[src/rtl/ctrlPkg.sv]
package ctrlPkg;

	// instruction field widths
	localparam int OpW = 6;
	localparam int RegW = 5;
	localparam int FunctW = 6;
	localparam int ImmW = 16;
	localparam int InstrW = 32;

	// one instruction word, seen as R-type or I-type
	typedef union packed {
		struct packed {
			logic [OpW-1:0] op;
			logic [RegW-1:0] rs;
			logic [RegW-1:0] rt;
			logic [RegW-1:0] rd;
			logic [RegW-1:0] shamt;
			logic [FunctW-1:0] funct;
		} rType;
		struct packed {
			logic [OpW-1:0] op;
			logic [RegW-1:0] rs;
			logic [RegW-1:0] rt;
			logic [ImmW-1:0] imm;
		} iType;
	} instrWord;

	// major opcodes
	localparam logic [OpW-1:0] OpSpecial = 6'b000000;
	localparam logic [OpW-1:0] OpRegimm = 6'b000001;
	localparam logic [OpW-1:0] OpJ = 6'b000010;
	localparam logic [OpW-1:0] OpJal = 6'b000011;
	localparam logic [OpW-1:0] OpBeq = 6'b000100;
	localparam logic [OpW-1:0] OpBne = 6'b000101;
	localparam logic [OpW-1:0] OpBlez = 6'b000110;
	localparam logic [OpW-1:0] OpBgtz = 6'b000111;
	localparam logic [OpW-1:0] OpAddi = 6'b001000;
	localparam logic [OpW-1:0] OpAddiu = 6'b001001;
	localparam logic [OpW-1:0] OpSlti = 6'b001010;
	localparam logic [OpW-1:0] OpSltiu = 6'b001011;
	localparam logic [OpW-1:0] OpAndi = 6'b001100;
	localparam logic [OpW-1:0] OpOri = 6'b001101;
	localparam logic [OpW-1:0] OpXori = 6'b001110;
	localparam logic [OpW-1:0] OpLui = 6'b001111;
	localparam logic [OpW-1:0] OpBeql = 6'b010100;
	localparam logic [OpW-1:0] OpBnel = 6'b010101;
	localparam logic [OpW-1:0] OpBlezl = 6'b010110;
	localparam logic [OpW-1:0] OpBgtzl = 6'b010111;
	localparam logic [OpW-1:0] OpLb = 6'b100000;
	localparam logic [OpW-1:0] OpLh = 6'b100001;
	localparam logic [OpW-1:0] OpLw = 6'b100011;
	localparam logic [OpW-1:0] OpLbu = 6'b100100;
	localparam logic [OpW-1:0] OpLhu = 6'b100101;
	localparam logic [OpW-1:0] OpSb = 6'b101000;
	localparam logic [OpW-1:0] OpSh = 6'b101001;
	localparam logic [OpW-1:0] OpSw = 6'b101011;

	// SPECIAL function codes
	localparam logic [FunctW-1:0] FnSll = 6'b000000;
	localparam logic [FunctW-1:0] FnSrl = 6'b000010;
	localparam logic [FunctW-1:0] FnSra = 6'b000011;
	localparam logic [FunctW-1:0] FnSllv = 6'b000100;
	localparam logic [FunctW-1:0] FnSrlv = 6'b000110;
	localparam logic [FunctW-1:0] FnSrav = 6'b000111;
	localparam logic [FunctW-1:0] FnJr = 6'b001000;
	localparam logic [FunctW-1:0] FnJalr = 6'b001001;
	localparam logic [FunctW-1:0] FnSyscall = 6'b001100;
	localparam logic [FunctW-1:0] FnBreak = 6'b001101;
	localparam logic [FunctW-1:0] FnAdd = 6'b100000;
	localparam logic [FunctW-1:0] FnAddu = 6'b100001;
	localparam logic [FunctW-1:0] FnSub = 6'b100010;
	localparam logic [FunctW-1:0] FnSubu = 6'b100011;
	localparam logic [FunctW-1:0] FnAnd = 6'b100100;
	localparam logic [FunctW-1:0] FnOr = 6'b100101;
	localparam logic [FunctW-1:0] FnXor = 6'b100110;
	localparam logic [FunctW-1:0] FnNor = 6'b100111;
	localparam logic [FunctW-1:0] FnSlt = 6'b101010;
	localparam logic [FunctW-1:0] FnSltu = 6'b101011;

	// REGIMM branches, selected by rt
	localparam logic [RegW-1:0] RtBltz = 5'b00000;
	localparam logic [RegW-1:0] RtBgez = 5'b00001;
	localparam logic [RegW-1:0] RtBltzl = 5'b00010;
	localparam logic [RegW-1:0] RtBgezl = 5'b00011;
	localparam logic [RegW-1:0] RtBltzal = 5'b10000;
	localparam logic [RegW-1:0] RtBgezal = 5'b10001;
	localparam logic [RegW-1:0] RtBltzall = 5'b10010;
	localparam logic [RegW-1:0] RtBgezall = 5'b10011;

	// ALU operations
	localparam logic [4:0] AluAdd = 5'd0;
	localparam logic [4:0] AluSub = 5'd1;
	localparam logic [4:0] AluOr = 5'd2;
	localparam logic [4:0] AluAnd = 5'd3;
	localparam logic [4:0] AluNor = 5'd4;
	localparam logic [4:0] AluXor = 5'd5;
	localparam logic [4:0] AluSll = 5'd6;
	localparam logic [4:0] AluSrl = 5'd7;
	localparam logic [4:0] AluSra = 5'd8;
	localparam logic [4:0] AluSlt = 5'd9;
	localparam logic [4:0] AluSltu = 5'd10;
	localparam logic [4:0] AluAddu = 5'd12;
	localparam logic [4:0] AluSubu = 5'd16;
	localparam logic [4:0] AluNone = 5'd31;

	// immediate extension
	localparam logic [1:0] ExtZero = 2'd0;
	localparam logic [1:0] ExtSign = 2'd1;
	localparam logic [1:0] ExtUpper = 2'd2;

	// writeback source
	localparam logic [2:0] WbLui = 3'd1;
	localparam logic [2:0] WbAlu = 3'd2;
	localparam logic [2:0] WbLink = 3'd3;
	localparam logic [2:0] WbMem = 3'd4;

	// destination register
	localparam logic [1:0] DstRt = 2'd0;
	localparam logic [1:0] DstRd = 2'd1;
	localparam logic [1:0] DstRa = 2'd2;

	// next PC source
	localparam logic [1:0] NpcSeq = 2'd0;
	localparam logic [1:0] NpcBranch = 2'd1;
	localparam logic [1:0] NpcJump = 2'd2;
	localparam logic [1:0] NpcReg = 2'd3;

	// data memory access size and signedness
	localparam logic [2:0] MemSb = 3'd0;
	localparam logic [2:0] MemSh = 3'd1;
	localparam logic [2:0] MemSw = 3'd2;
	localparam logic [2:0] MemLbu = 3'd3;
	localparam logic [2:0] MemLb = 3'd4;
	localparam logic [2:0] MemLhu = 3'd5;
	localparam logic [2:0] MemLh = 3'd6;
	localparam logic [2:0] MemLw = 3'd7;

	// sign of the rs operand from the comparator
	localparam logic [1:0] SignZero = 2'd0;
	localparam logic [1:0] SignPos = 2'd1;
	localparam logic [1:0] SignNeg = 2'd2;

	// exception codes raised in decode
	localparam logic [4:0] ExcSys = 5'd8;
	localparam logic [4:0] ExcBp = 5'd9;
	localparam logic [4:0] ExcRi = 5'd10;

endpackage
[src/rtl/decodeStatusIf.sv]
`timescale 1ns/1ps

// per-decoder "this instruction is mine" flags
interface decodeStatusIf;
	logic rfWr;
	logic dmWr;
	logic bjOp;
	logic jumpOp;

	modport alu (
		output rfWr
	);

	modport mem (
		output dmWr
	);

	modport branch (
		output bjOp,
		output jumpOp
	);

	modport exc (
		input rfWr,
		input dmWr,
		input bjOp,
		input jumpOp
	);
endinterface

[src/rtl/ctrlTop.sv]
`timescale 1ns/1ps

module ctrlTop import ctrlPkg::*; (
	input logic clk,
	input logic rst,
	input instrWord instr,
	input logic cmpNe,
	input logic [1:0] cmpSign,
	input logic ifFlush,
	input logic prevExc,
	input logic [4:0] prevExcCode,
	output logic [4:0] aluOp,
	output logic [1:0] extOp,
	output logic shamtSel,
	output logic [1:0] dstSel,
	output logic [2:0] wbSel,
	output logic rfWr,
	output logic dmRd,
	output logic dmWr,
	output logic [2:0] memSize,
	output logic isBranch,
	output logic [1:0] npcSel,
	output logic branchFlush,
	output logic exception,
	output logic [4:0] excCode
);

	// decoder flags for the RI check
	decodeStatusIf status ();

	aluDecode uAlu (
		.instr(instr),
		.status(status.alu),
		.aluOp(aluOp),
		.extOp(extOp),
		.shamtSel(shamtSel),
		.dstSel(dstSel),
		.wbSel(wbSel),
		.rfWr(rfWr)
	);

	memDecode uMem (
		.instr(instr),
		.status(status.mem),
		.dmRd(dmRd),
		.dmWr(dmWr),
		.memSize(memSize)
	);

	branchDecode uBranch (
		.instr(instr),
		.cmpNe(cmpNe),
		.cmpSign(cmpSign),
		.status(status.branch),
		.isBranch(isBranch),
		.npcSel(npcSel),
		.branchFlush(branchFlush)
	);

	exceptionUnit uExc (
		.clk(clk),
		.rst(rst),
		.instr(instr),
		.ifFlush(ifFlush),
		.prevExc(prevExc),
		.prevExcCode(prevExcCode),
		.status(status.exc),
		.exception(exception),
		.excCode(excCode)
	);

endmodule

[src/rtl/exceptionUnit.sv]
`timescale 1ns/1ps

module exceptionUnit import ctrlPkg::*; (
	input logic clk,
	input logic rst,
	input instrWord instr,
	input logic ifFlush,
	input logic prevExc,
	input logic [4:0] prevExcCode,
	decodeStatusIf.exc status,
	output logic exception,
	output logic [4:0] excCode
);

	logic resetting;
	logic isBreak;
	logic isSyscall;
	logic recognised;

	// high for the cycle after each clock edge that saw reset
	always_ff @(posedge clk) begin
		if (!rst)
			resetting <= 1'b1;
		else
			resetting <= 1'b0;
	end

	assign isBreak = (instr.rType.op == OpSpecial) && (instr.rType.funct == FnBreak);
	assign isSyscall = (instr.rType.op == OpSpecial) && (instr.rType.funct == FnSyscall);

	assign recognised = status.rfWr | status.dmWr | status.bjOp | status.jumpOp |
		isBreak | isSyscall;

	// fetch exception first, then RI, then break, then syscall
	always_comb begin
		exception = 1'b1;
		excCode = 5'd0;
		if (prevExc)
			excCode = prevExcCode;
		else if (!recognised && !resetting && !ifFlush)
			excCode = ExcRi;
		else if (isBreak)
			excCode = ExcBp;
		else if (isSyscall)
			excCode = ExcSys;
		else
			exception = 1'b0;
	end

endmodule

[src/rtl/branchDecode.sv]
`timescale 1ns/1ps

module branchDecode import ctrlPkg::*; (
	input instrWord instr,
	input logic cmpNe,
	input logic [1:0] cmpSign,
	decodeStatusIf.branch status,
	output logic isBranch,
	output logic [1:0] npcSel,
	output logic branchFlush
);

	logic condBr;
	logic condOk;
	logic likely;
	logic regJump;
	logic jump;

	// conditional branches and their conditions
	always_comb begin
		condBr = 1'b0;
		condOk = 1'b0;
		likely = 1'b0;
		case (instr.rType.op)
			OpBeq, OpBeql: begin
				condBr = 1'b1;
				condOk = ~cmpNe;
				likely = (instr.rType.op == OpBeql);
			end
			OpBne, OpBnel: begin
				condBr = 1'b1;
				condOk = cmpNe;
				likely = (instr.rType.op == OpBnel);
			end
			OpBlez, OpBgtz: begin
				condBr = 1'b1;
				condOk = (instr.rType.op == OpBlez) ? (cmpSign != SignPos) :
					(cmpSign == SignPos);
			end
			// likely forms are only valid with rt zero
			OpBlezl, OpBgtzl: begin
				condBr = (instr.rType.rt == '0);
				likely = 1'b1;
				condOk = (instr.rType.op == OpBlezl) ? (cmpSign != SignPos) :
					(cmpSign == SignPos);
			end
			OpRegimm: begin
				case (instr.rType.rt)
					RtBgez, RtBgezal, RtBgezl, RtBgezall: begin
						condBr = 1'b1;
						condOk = (cmpSign != SignNeg);
					end
					RtBltz, RtBltzal, RtBltzl, RtBltzall: begin
						condBr = 1'b1;
						condOk = (cmpSign == SignNeg);
					end
					default: ;
				endcase
				likely = instr.rType.rt inside {RtBgezl, RtBgezall, RtBltzl, RtBltzall};
			end
			default: ;
		endcase
	end

	assign regJump = (instr.rType.op == OpSpecial) &&
		(instr.rType.funct inside {FnJr, FnJalr});
	assign jump = (instr.rType.op == OpJ) || (instr.rType.op == OpJal);

	assign isBranch = condBr | regJump | jump;

	always_comb begin
		if (condBr && condOk)
			npcSel = NpcBranch;
		else if (jump)
			npcSel = NpcJump;
		else if (regJump)
			npcSel = NpcReg;
		else
			npcSel = NpcSeq;
	end

	// not-taken likely branch kills its delay slot
	assign branchFlush = condBr & likely & ~condOk;

	assign status.bjOp = condBr | regJump;
	assign status.jumpOp = jump;

endmodule

[src/rtl/memDecode.sv]
`timescale 1ns/1ps

module memDecode import ctrlPkg::*; (
	input instrWord instr,
	decodeStatusIf.mem status,
	output logic dmRd,
	output logic dmWr,
	output logic [2:0] memSize
);

	always_comb begin
		dmRd = 1'b0;
		dmWr = 1'b0;
		// non-memory instructions fall back to word size
		memSize = MemLw;
		case (instr.iType.op)
			OpLb, OpLbu, OpLh, OpLhu, OpLw: begin
				dmRd = 1'b1;
				case (instr.iType.op)
					OpLb: memSize = MemLb;
					OpLbu: memSize = MemLbu;
					OpLh: memSize = MemLh;
					OpLhu: memSize = MemLhu;
					default: memSize = MemLw;
				endcase
			end
			OpSb, OpSh, OpSw: begin
				dmWr = 1'b1;
				case (instr.iType.op)
					OpSb: memSize = MemSb;
					OpSh: memSize = MemSh;
					default: memSize = MemSw;
				endcase
			end
			default: ;
		endcase
	end

	assign status.dmWr = dmWr;

endmodule

[src/rtl/aluDecode.sv]
`timescale 1ns/1ps

module aluDecode import ctrlPkg::*; (
	input instrWord instr,
	decodeStatusIf.alu status,
	output logic [4:0] aluOp,
	output logic [1:0] extOp,
	output logic shamtSel,
	output logic [1:0] dstSel,
	output logic [2:0] wbSel,
	output logic rfWr
);

	always_comb begin
		aluOp = AluNone;
		extOp = ExtZero;
		dstSel = DstRt;
		wbSel = WbAlu;
		rfWr = 1'b0;
		case (instr.rType.op)
			OpSpecial: begin
				dstSel = DstRd;
				rfWr = 1'b1;
				case (instr.rType.funct)
					FnAdd: aluOp = AluAdd;
					FnAddu: aluOp = AluAddu;
					FnSub: aluOp = AluSub;
					FnSubu: aluOp = AluSubu;
					FnAnd: aluOp = AluAnd;
					FnOr: aluOp = AluOr;
					FnXor: aluOp = AluXor;
					FnNor: aluOp = AluNor;
					FnSlt: aluOp = AluSlt;
					FnSltu: aluOp = AluSltu;
					FnSll, FnSllv: aluOp = AluSll;
					FnSrl, FnSrlv: aluOp = AluSrl;
					FnSra, FnSrav: aluOp = AluSra;
					// return address goes to rd
					FnJalr: wbSel = WbLink;
					// JR, break, syscall and dropped functs write nothing
					default: rfWr = 1'b0;
				endcase
			end
			OpRegimm: begin
				dstSel = DstRa;
				wbSel = WbLink;
				rfWr = instr.rType.rt inside {RtBltzal, RtBgezal, RtBltzall, RtBgezall};
			end
			OpJal: begin
				dstSel = DstRa;
				wbSel = WbLink;
				rfWr = 1'b1;
			end
			OpAddi, OpAddiu, OpSlti, OpSltiu: begin
				extOp = ExtSign;
				rfWr = 1'b1;
				case (instr.rType.op)
					OpAddi: aluOp = AluAdd;
					OpAddiu: aluOp = AluAddu;
					OpSlti: aluOp = AluSlt;
					default: aluOp = AluSltu;
				endcase
			end
			OpAndi, OpOri, OpXori: begin
				rfWr = 1'b1;
				case (instr.rType.op)
					OpAndi: aluOp = AluAnd;
					OpOri: aluOp = AluOr;
					default: aluOp = AluXor;
				endcase
			end
			OpLui: begin
				extOp = ExtUpper;
				wbSel = WbLui;
				rfWr = 1'b1;
			end
			OpLb, OpLbu, OpLh, OpLhu, OpLw: begin
				aluOp = AluAdd;
				extOp = ExtSign;
				wbSel = WbMem;
				rfWr = 1'b1;
			end
			// address calculation only
			OpSb, OpSh, OpSw: begin
				aluOp = AluAdd;
				extOp = ExtSign;
			end
			default: ;
		endcase
	end

	// constant shifts take the amount from shamt
	assign shamtSel = (instr.rType.op == OpSpecial) &&
		(instr.rType.funct inside {FnSll, FnSrl, FnSra});

	assign status.rfWr = rfWr;

endmodule

[config.mk]
export PLATFORM = sky130hd
export DESIGN_NAME = ctrlTop
export DESIGN_NICKNAME = d
export VERILOG_FILES = /design/src/rtl/ctrlPkg.sv /design/src/rtl/decodeStatusIf.sv /design/src/rtl/ctrlTop.sv /design/src/rtl/exceptionUnit.sv /design/src/rtl/branchDecode.sv /design/src/rtl/memDecode.sv /design/src/rtl/aluDecode.sv
export SDC_FILE = /design/constraint.sdc
export NUM_CORES = 1
export LEC_CHECK = 0
export ABC_AREA = 1
export BUFFER_PORTS_ARGS = -buffer_cell sky130_fd_sc_hd__buf_2
export CAP_MARGIN = 40
export CORE_MARGIN = 4
export CORE_UTILIZATION = 42
export CTS_CLUSTER_SIZE = 16
export DETAILED_ROUTE_END_ITERATION = 16
export GPL_ROUTABILITY_DRIVEN = 0
export PLACE_DENSITY = 0.81
export SYNTH_ARGS = -nofsm -noshare
export SYNTH_HDL_FRONTEND = slang
export SYNTH_SLANG_ARGS = --single-unit
[constraint.sdc]
create_clock -name clk -period 1.3 [get_ports clk]
set_input_delay 0.13 -clock clk [delete_from_list [all_inputs] [get_ports clk]]
set_output_delay 0.13 -clock clk [all_outputs]
set_load 0.01 [all_outputs]
==> results.json, run 1 <==
{
  "status": "did not finish",
  "haltStage": "5_1_grt",
  "tool.error": "[ERROR DPL-0038] Utilization greater than 100%, impossible to legalize",
  "placed_cell_area_sq_um": 1740,
  "worst_endpoint_kind": "primary output",
  "ys_seq_area_share_pct": 1.87,
  "synth_common_cells": "nand2_1, inv_1, nor2_1",
  "port_buffers": 57,
  "grt_max_degree": 10,
  "synth_cell_types": 26,
  "rows": 18,
  "synth_nets": 254,
  "synth_edf_count": 0,
  "synth_flop_cell": "dfxtp_1",
  "synth_compound_area_share_pct": 7.36,
  "die_x_um": 58.5,
  "syn_inst": 210,
  "synth_area_per_cell_sq_um": 5.10,
  "synth_top_area_cell": "nand2_1",
  "yosysWarnings": 0,
  "netlist_top_cells_area": "nand2_1, inv_1, nor2_1",
  "ys_ff_latch": 1,
  "yosysMostFrequentCell": "nand2_1",
  "synth_top_cell_area_share_pct": 20.3,
  "die_y_um": 58.5,
  "synthMuxAreaShare_pct": 0,
  "synth_xor_area_share_pct": 2.45,
  "pin_count": 73,
  "synthAdderAreaFrac_pct": 0,
  "synth_top_family_by_area": "simple AND/OR/NAND/NOR gates",
  "synth_simple_gate_area_share_pct": 72.8,
  "syn_area_sq_um": 1070,
  "place_worst_setup_slack_ps": -356,
  "grt-worst-endpoint": "excCode[3]",
  "initial_core_util_pct": 43.6,
  "hpwl_mm": 3.01,
  "synthArstFlopShare_pct": 0
}
-- cells by family after synthesis --
kind of cell / count (synthesis)
XOR/XNOR: 3
AND/OR/NAND/NOR: 153
buffers and inverters: 40
flip-flops: 1
AO/OA/AOI/OAI: 13
-- metrics by stage --
step	instances	util [%]
floorplan	210	-
global placement	342	70.8
detailed placement	342	70.8
CTS	360	89.9
-- what timing repair did --
action,in CTS
setup buffers,18
setup endpoints to repair,22
gates resized for setup,98
pin swaps,40
hold buffers,0
==> inputs of run 2 (changes only) <==
Settings changed: CORE_AREA from default to 4 4 65 67, CORE_MARGIN 4 to default, CORE_UTILIZATION 42 to default, CTS_CLUSTER_SIZE 16 to default, DIE_AREA from default to 0 0 69 71, PLACE_DENSITY 0.81 to default, PLACE_DENSITY_LB_ADDON from default to 0.15.
==> run 2 against run 1 <==
  * Synthesized area unchanged
  * The flow now finishes, with violations (setup timing)
  * Synthesized cell count unchanged
==> results.json, run 2 <==
{
  "status": "finished with violations",
  "failed_checks": "setup timing",
  "fin_cells": 390,
  "initial_core_util_pct": 29.5,
  "clockPowerShare_pct": 0,
  "fin_area_sq_um": 2660,
  "layout_min_cycle_time_ps": 1490,
  "switchingPower_mw": 0.395,
  "ctsHoldBuffers": 0,
  "met1_length_mm": 2.14,
  "regMostFlops": "uExc.resetting",
  "antenna_found_initial": 0,
  "finalWorstSetupSlack_ps": -188,
  "rows": 22,
  "grt_pass1_wl_mm": 7.00,
  "placed_cells": 367,
  "largest_register_ffs": 1,
  "min_period_over_period_pct": 114,
  "port_buffers": 57,
  "synth_top_cell_area_share_pct": 20.3,
  "synth_area_per_cell_sq_um": 5.10,
  "power_frac_seq_pct": 4.2,
  "ys_ff_latch": 1,
  "tightest_slew_ps": 312,
  "synth_nets": 254,
  "syn2layout_area_growth_pct": 148,
  "required_ps": 1170,
  "synthArstFlopShare_pct": 0,
  "pin_count": 73,
  "power_frac_comb_pct": 95.8,
  "syn_area_sq_um": 1070,
  "netSwitchingFraction_pct": 49.5,
  "hpwl_mm": 3.11,
  "grt_pass1_vias": 1649,
  "fin_util_pct": 73.2,
  "yosysWarnings": 0,
  "rsz0062_at_grt": "yes",
  "intPower_mw": 0.402,
  "cts.clk_slew.worst_paths_ps": 0,
  "synth_common_cells": "nand2_1, inv_1, nor2_1",
  "synth_edf_count": 0,
  "hp-class": "in -> reg",
  "crit_path_start_kind": "primary input",
  "max_cap_violations": 0,
  "die_x_um": 69,
  "synth_flop_cell": "dfxtp_1",
  "wl_per_cell_um": 13.9,
  "core_area_sq_um": 3630,
  "n_antenna_cell": 0,
  "detail-route-antenna-nets": 0,
  "finalWirelength_mm": 5.42,
  "overflow": 0,
  "wl_met2_mm": 2.85,
  "fin_nets": 388,
  "ys_seq_area_share_pct": 1.87,
  "synth_cell_types": 26,
  "met3_length_um": 324,
  "worstPathMaxFanout": 6,
  "path_class": "in -> out",
  "viasPerCell": 4.91,
  "hold_violations": 0,
  "drive_gt1_share_pct": 70.5,
  "grt_util_all_layers_pct": 16.2,
  "setup_violations": 16,
  "tns_ps": -2030,
  "crit_end": "memSize[2]",
  "p_total_mw": 0.797,
  "placed_cell_area_sq_um": 1800,
  "crit_path_start": "instr[30]",
  "die_y_um": 71,
  "leakage_nw": 1.37,
  "max-vdd-ir-drop_mv": 0.217,
  "fp.dieArea_sq_um": 4900,
  "top_layer": "met4",
  "power.density_nw_per_um2": 299,
  "syn_inst": 210,
  "finalMaxSlewViolations": 0,
  "num_vias": 1914,
  "reg_top3": "uExc.resetting x1",
  "netlist_top_cells_area": "nand2_1, inv_1, nor2_1",
  "synth_top_area_cell": "nand2_1",
  "drtIter0Drc": 148,
  "first_pass_iters": 4,
  "yosysMostFrequentCell": "nand2_1",
  "final_common_cell": "buf_4",
  "end_kind": "primary output",
  "cp.arrival_ps": 1360,
  "max_freq_mhz": 672,
  "grt_max_degree": 9,
  "drc_errors": 0,
  "final_cell_mix": "buf_4, buf_2, nand2_1",
  "max-slew-margin-rel_pct": 79.2
}
==> run 2: cell counts after synthesis <==
No cell type changed its count.
==> run 2: repair_timing <==
| item | CTS | global route |
|---|---|---|
| pin swaps | 28 | 40 |
| gates resized for setup | 80 | 105 |
| setup endpoints to repair | 24 | 21 |
| cloned | 0 | 0 |
| buffers inserted | 13 | 13 |
==> run 2: worst max-delay path, stage by stage <==
cell and delay, ps:
buf_8 110, nor2_4 270, nand2_2 140, buf_4 150
buf_4 120, buf_4 120, buf_4 120, nand4_1 60
buf_2 130
==> run 2: worst min-delay path by stage <==
stage / slack [ps] / cells past startpoint / from / endpoint
finish: 280 / 2 / rst / uExc.resetting
global route: 310 / 2 / rst / uExc.resetting
CTS: 280 / 2 / rst / uExc.resetting
detailed placement: 280 / 2 / rst / uExc.resetting
global placement: 280 / 2 / rst / uExc.resetting
floorplan: 190 / 1 / rst / uExc.resetting
==> run 2: area by class of cell <==
cell class	instances	area, sq um
fillers	267	972
inverters	37	184
multi-input cells	169	1310
flip-flops and latches	1	20.0
well taps	48	60.1
repair buffers	135	1090
==> run 2: power by group through the flow <==
| stage | combinational, mW | clock [mW] | sequential, mW |
|---|---|---|---|
| final | 0.764 | 0 | 0.0333 |
| after global routing | 0.817 | 0 | 0.0336 |
| after CTS | 0.581 | 0 | 0.0334 |
| after detailed placement | 0.470 | 0 | 0.0334 |
| after global placement | 0.470 | 0 | 0.0333 |
| after floorplan | 0.241 | 0 | 0.0333 |
==> run 2: cell families after synthesis <==
| group | count (synthesis) | synth area share [%] |
|---|---|---|
| AND/OR/NAND/NOR | 153 | 72.8 |
| buffers and inverters | 40 | 15.5 |
| AO/OA/AOI/OAI | 13 | 7.36 |
| XOR/XNOR | 3 | 2.45 |
| flip-flops | 1 | 1.87 |
==> run 2: routing by layer <==
metal	up-vias	global-route usage, %
met1	879	21.0
met3	13	1.70
met4	0	1.08
li1	934	-
met5	-	0
met2	88	30.0
==> run 2: through the flow <==
stage | worst slack [ps] | hold WS, ps
after floorplan | 5.55 | 187
after global placement | -310 | 278
after detailed placement | -327 | 281
after CTS | -147 | 281
after global routing | -283 | 310
final | -188 | 280
Power figures use the tool's default switching activity.
==> inputs of run 3 (changes only) <==
Settings changed: CORE_AREA 4 4 65 67 to default, CORE_MARGIN from default to 4, CORE_UTILIZATION from default to 23, DIE_AREA 0 0 69 71 to default.
Clock period 1.3 ns to 1.9 ns, I/O delays scaled along.
==> run 3 against run 2 <==
  * The flow now finishes without violations
  * Design area fell by 47%
  * Final cell count fell by 18%
  * Combinational power fell by 66%
  * Sequential share of layout area rose by 0.66 points
  * Global-route usage fell by 4.6 points
  * Routed wire length fell by 37%
  * Critical endpoint is now excCode[3]
  * Largest power group unchanged
==> results.json, run 3 (synthesized netlist as in run 2, its figures left out) <==
{
  "status": "finished clean",
  "finalWorstSetupSlack_ps": 184,
  "holdCritStartpoint": "rst",
  "final_cell_mix": "nand2_1, buf_2, inv_1",
  "power_frac_comb_pct": 92.0,
  "initial_core_util_pct": 24.1,
  "largest_register_ffs": 1,
  "path_cells": "buf_2 -> inv_1 -> nand2_1 -> nor2_1 -> nor2_1 -> nor2_1 -> nor2_1 -> nand2_1 -> nand2_1 -> nand3_2 -> a21oi_2 -> buf_2",
  "min_path_cells": 2,
  "layout_min_cycle_time_ps": 1720,
  "tightest_slew_ps": 300,
  "n_antenna_cell": 0,
  "required_ps": 1710,
  "drive_gt1_share_pct": 37.2,
  "power_frac_seq_pct": 8.0,
  "grt_max_degree": 10,
  "drc_errors": 0,
  "fillers": 542,
  "cts.clk_slew.worst_paths_ps": 0,
  "detail-route-antenna-nets": 0,
  "syn2layout_area_growth_pct": 32.0,
  "num_vias": 1425,
  "antenna_found_initial": 0,
  "max-vdd-ir-drop_mv": 0.105,
  "fin_util_pct": 31.8,
  "fin_area_sq_um": 1410,
  "rsz0062_at_grt": "no",
  "finalWirelength_mm": 3.39,
  "end_kind": "primary output",
  "max_cap_violations": 0,
  "p_total_mw": 0.285,
  "leakage_nw": 0.859,
  "fp.dieArea_sq_um": 5810,
  "max_freq_mhz": 583,
  "first_pass_iters": 4,
  "hp-class": "in -> reg",
  "die_y_um": 76.2,
  "die_x_um": 76.2,
  "slowest_stage": "nor2_1",
  "cp_common_cell": "nor2_1",
  "final_common_cell": "nand2_1",
  "power.density_nw_per_um2": 202,
  "worstHoldEndpoint": "uExc.resetting",
  "path_class": "in -> out",
  "viasPerCell": 4.48,
  "netSwitchingFraction_pct": 57.6,
  "wl_per_cell_um": 10.7,
  "grt_pass1_wl_mm": 5.98,
  "setup_violations": 0,
  "min_period_over_period_pct": 90.3,
  "regMostFlops": "uExc.resetting",
  "switchingPower_mw": 0.164,
  "fin_nets": 312,
  "crit_path_max_incr_delay_ps": 220,
  "grt_util_all_layers_pct": 11.6,
  "placed_cell_area_sq_um": 1410,
  "rows": 24,
  "overflow": 0,
  "intPower_mw": 0.121,
  "clockPowerShare_pct": 0,
  "reg_top3": "uExc.resetting x1",
  "pin_count": 73,
  "grt_pass1_vias": 1326,
  "core_area_sq_um": 4440,
  "hold_violations": 0,
  "hpwl_mm": 3.03,
  "drtIter0Drc": 50,
  "cp.arrival_ps": 1530,
  "port_buffers": 57,
  "crit_path_start_kind": "primary input",
  "max-slew-margin-rel_pct": 79.9,
  "tns_ps": 0,
  "place_worst_setup_slack_ps": 100,
  "worstPathMaxFanout": 6,
  "finalMaxSlewViolations": 0
}
[run 3: cell count changes in the layout (fill, tap and decap cells not counted), sizes merged]
cell    change
clkinv      -1
inv         +1
buf        -76
[run 3: through the flow]
stage	instances	hold WS [ps]
4_1_cts	318	346
5_1_grt	318	358
3_5_place_dp	318	346
3_3_place_gp	318	340
2_1_floorplan	210	247
6_report	318	342
[run 3: how the worst max path moves through the flow]
stage / start / endpoint / slack, ps / cells past startpoint
5_1_grt: instr[4] / excCode[1] / 4 / 12
4_1_cts: instr[4] / excCode[3] / 100 / 12
2_1_floorplan: instr[27] / excCode[3] / 470 / 10
6_report: instr[4] / excCode[3] / 180 / 12
3_5_place_dp: instr[4] / excCode[3] / 100 / 12
3_3_place_gp: instr[4] / excCode[3] / 110 / 12
[run 3: power groups by stage]
stage	logic (mW)	registers [mW]	clock network (mW)
3_5_place_dp	0.264	0.0228	0
6_report	0.263	0.0228	0
4_1_cts	0.265	0.0228	0
5_1_grt	0.299	0.0230	0
3_3_place_gp	0.264	0.0228	0
2_1_floorplan	0.165	0.0228	0
[run 3: layer usage]
| layer | wire length (um) | GRT usage, % | vias up | part of all wire [%] |
|---|---|---|---|---|
| met3 | 183 | 0.591 | 0 | 5.4 |
| met1 | 1650 | 17.4 | 609 | 49 |
| met4 | 0 | 0.362 | 0 | 0 |
| met2 | 1560 | 19.2 | 37 | 46 |
| li1 | - | - | 779 | - |
| met5 | 0 | 0 | - | 0 |
[run 3: cell type report]
type | count | area [sq um] | share of cell area (%)
Inverter | 37 | 139 | 9.82
Multi-Input combinational cell | 169 | 890 | 62.9
Sequential cell | 1 | 20.0 | 1.42
Tap cell | 52 | 65.1 | 4.60
Timing Repair Buffer | 59 | 300 | 21.2
[run 3: timing repair]
| item | 4_1_cts | 5_1_grt |
|---|---|---|
| hold buffers | 0 | 0 |
| setup endpoints to repair | 0 | 6 |
| gates resized for setup | 0 | 3 |
| buffers inserted | 0 | 0 |
| hold endpoints to repair | 0 | 0 |
[run 3: critical path: cells and delay by family]
| family | cells | cell delay (ps) |
|---|---|---|
| AO/OA/AOI/OAI | 1 | 50 |
| buffers and inverters | 3 | 320 |
| AND/OR/NAND/NOR | 8 | 960 |
==> inputs of run 4 (changes only) <==
Clock period 1.9 ns to 1.5 ns, I/O delays scaled along.
==> run 4 against run 3 <==
  * Sequential power is 27% higher
  * Combinational power up 110%
  * Critical path depth unchanged
  * Hold slack worse by 42 ps
  * Setup slack worse by 180 ps
  * Global-route usage is 1.7 points higher
  * Largest power group unchanged
==> results.json, run 4 (synthesized netlist as in run 2, its figures left out) <==
{
  "final_common_cell": "buf_4",
  "hpwl_mm": 3.32,
  "placed_cells": 373,
  "core_area_sq_um": 4440,
  "pin_count": 73,
  "wl_per_cell_um": 10.8,
  "viasPerCell": 4.34,
  "final_cell_mix": "buf_4, buf_2, nand2_1",
  "power_frac_seq_pct": 4.9,
  "port_buffers": 57,
  "max-vdd-ir-drop_mv": 0.157,
  "power.density_nw_per_um2": 246,
  "reg_top3": "uExc.resetting x1",
  "grt_pass1_vias": 1670,
  "crit_path_start": "instr[26]",
  "rows": 24,
  "hold_violations": 0,
  "grt_util_all_layers_pct": 13.3,
  "status": "finished clean",
  "crit_path_start_kind": "primary input",
  "fin_area_sq_um": 2380,
  "path_class": "in -> out",
  "drive_gt1_share_pct": 65.6,
  "overflow": 0,
  "regMostFlops": "uExc.resetting",
  "fin_cells": 389,
  "rsz0062_at_grt": "yes",
  "netSwitchingFraction_pct": 49.3,
  "drc_errors": 0,
  "place_worst_setup_slack_ps": -171,
  "setup_violations": 0,
  "required_ps": 1350,
  "max_cap_violations": 0,
  "tightest_slew_ps": 280,
  "finalWirelength_mm": 4.20,
  "syn2layout_area_growth_pct": 122,
  "placed_cell_area_sq_um": 1820,
  "finalMaxSlewViolations": 0,
  "max_freq_mhz": 667,
  "die_x_um": 76.2,
  "worstPathMaxFanout": 4,
  "num_vias": 1687,
  "antenna_found_initial": 0,
  "initial_core_util_pct": 24.1,
  "grt_max_degree": 9,
  "max-slew-margin-rel_pct": 81.3,
  "fin_nets": 383,
  "power_frac_comb_pct": 95.1,
  "intPower_mw": 0.297,
  "switchingPower_mw": 0.288,
  "leakage_nw": 1.31,
  "clockPowerShare_pct": 0,
  "first_pass_iters": 4,
  "detail-route-antenna-nets": 0,
  "layout_min_cycle_time_ps": 1500,
  "finalWorstSetupSlack_ps": 0.175,
  "hp-class": "in -> reg",
  "min_period_over_period_pct": 100,
  "holdCritStartpoint": "rst",
  "end_kind": "primary output",
  "cp.arrival_ps": 1350,
  "n_antenna_cell": 0,
  "largest_register_ffs": 1,
  "drtIter0Drc": 56,
  "die_y_um": 76.2,
  "grt_pass1_wl_mm": 6.95,
  "fp.dieArea_sq_um": 5810,
  "cts.clk_slew.worst_paths_ps": 0
}
## run 4: cell count changes in the layout (fill, tap and decap cells not counted), sizes merged
cell	change
clkbuf	+1
buf	+70
## run 4: worst paths after layout
check	slack, ps	end	cells past startpoint
max	0.2	excCode[3]	12
min	300	uExc.resetting	2
## run 4: power groups by stage
| stage | clock [mW] | sequential (mW) | combinational, mW |
|---|---|---|---|
| 2_1_floorplan | 0 | 0.0288 | 0.209 |
| 3_3_place_gp | 0 | 0.0289 | 0.411 |
| 3_5_place_dp | 0 | 0.0289 | 0.411 |
| 4_1_cts | 0 | 0.0289 | 0.462 |
| 5_1_grt | 0 | 0.0290 | 0.611 |
| 6_report | 0 | 0.0289 | 0.556 |
## run 4: worst max-delay path: stages
cell and delay (ps):
buf_8 110, buf_4 140, inv_6 70, nor2_4 50, nand3_2 60, nand3_2 100
nor2_4 140, nand2_2 80, nor2_4 100, nand3_4 90, a21oi_2 120, buf_2 130
## run 4: repair_timing
item / in CTS / in global routing
endpoints found under the setup margin: 10 / 18
gates resized for setup: 42 / 81
hold buffers: 0 / 0
pin swaps: 18 / 38
setup buffers: 8 / 10
## run 4: metal layers
metal / GRT usage [%] / wire (um)
met1: 17.6 / 1910
met2: 24.3 / 2070
met3: 1.30 / 168
met4: 0.906 / 46
met5: 0 / 0
## run 4: cell type report
cell class              count  area, sq um
multi-input cells         169         1170
flip-flops and latches      1         20.0
repair buffers            130          957
well taps                  52         65.1
inverters                  37          164
fillers                   457         2070
## run 4: per-stage QoR
stage	power, mW	hold WS (ps)	util, %	setup TNS (ps)
floorplan	0.238	207	-	0
global placement	0.440	300	41.0	-591
detailed placement	0.440	303	41.0	-797
CTS	0.490	303	45.4	-86.1
global route	0.640	318	53.5	-741
finish	0.585	300	53.5	0
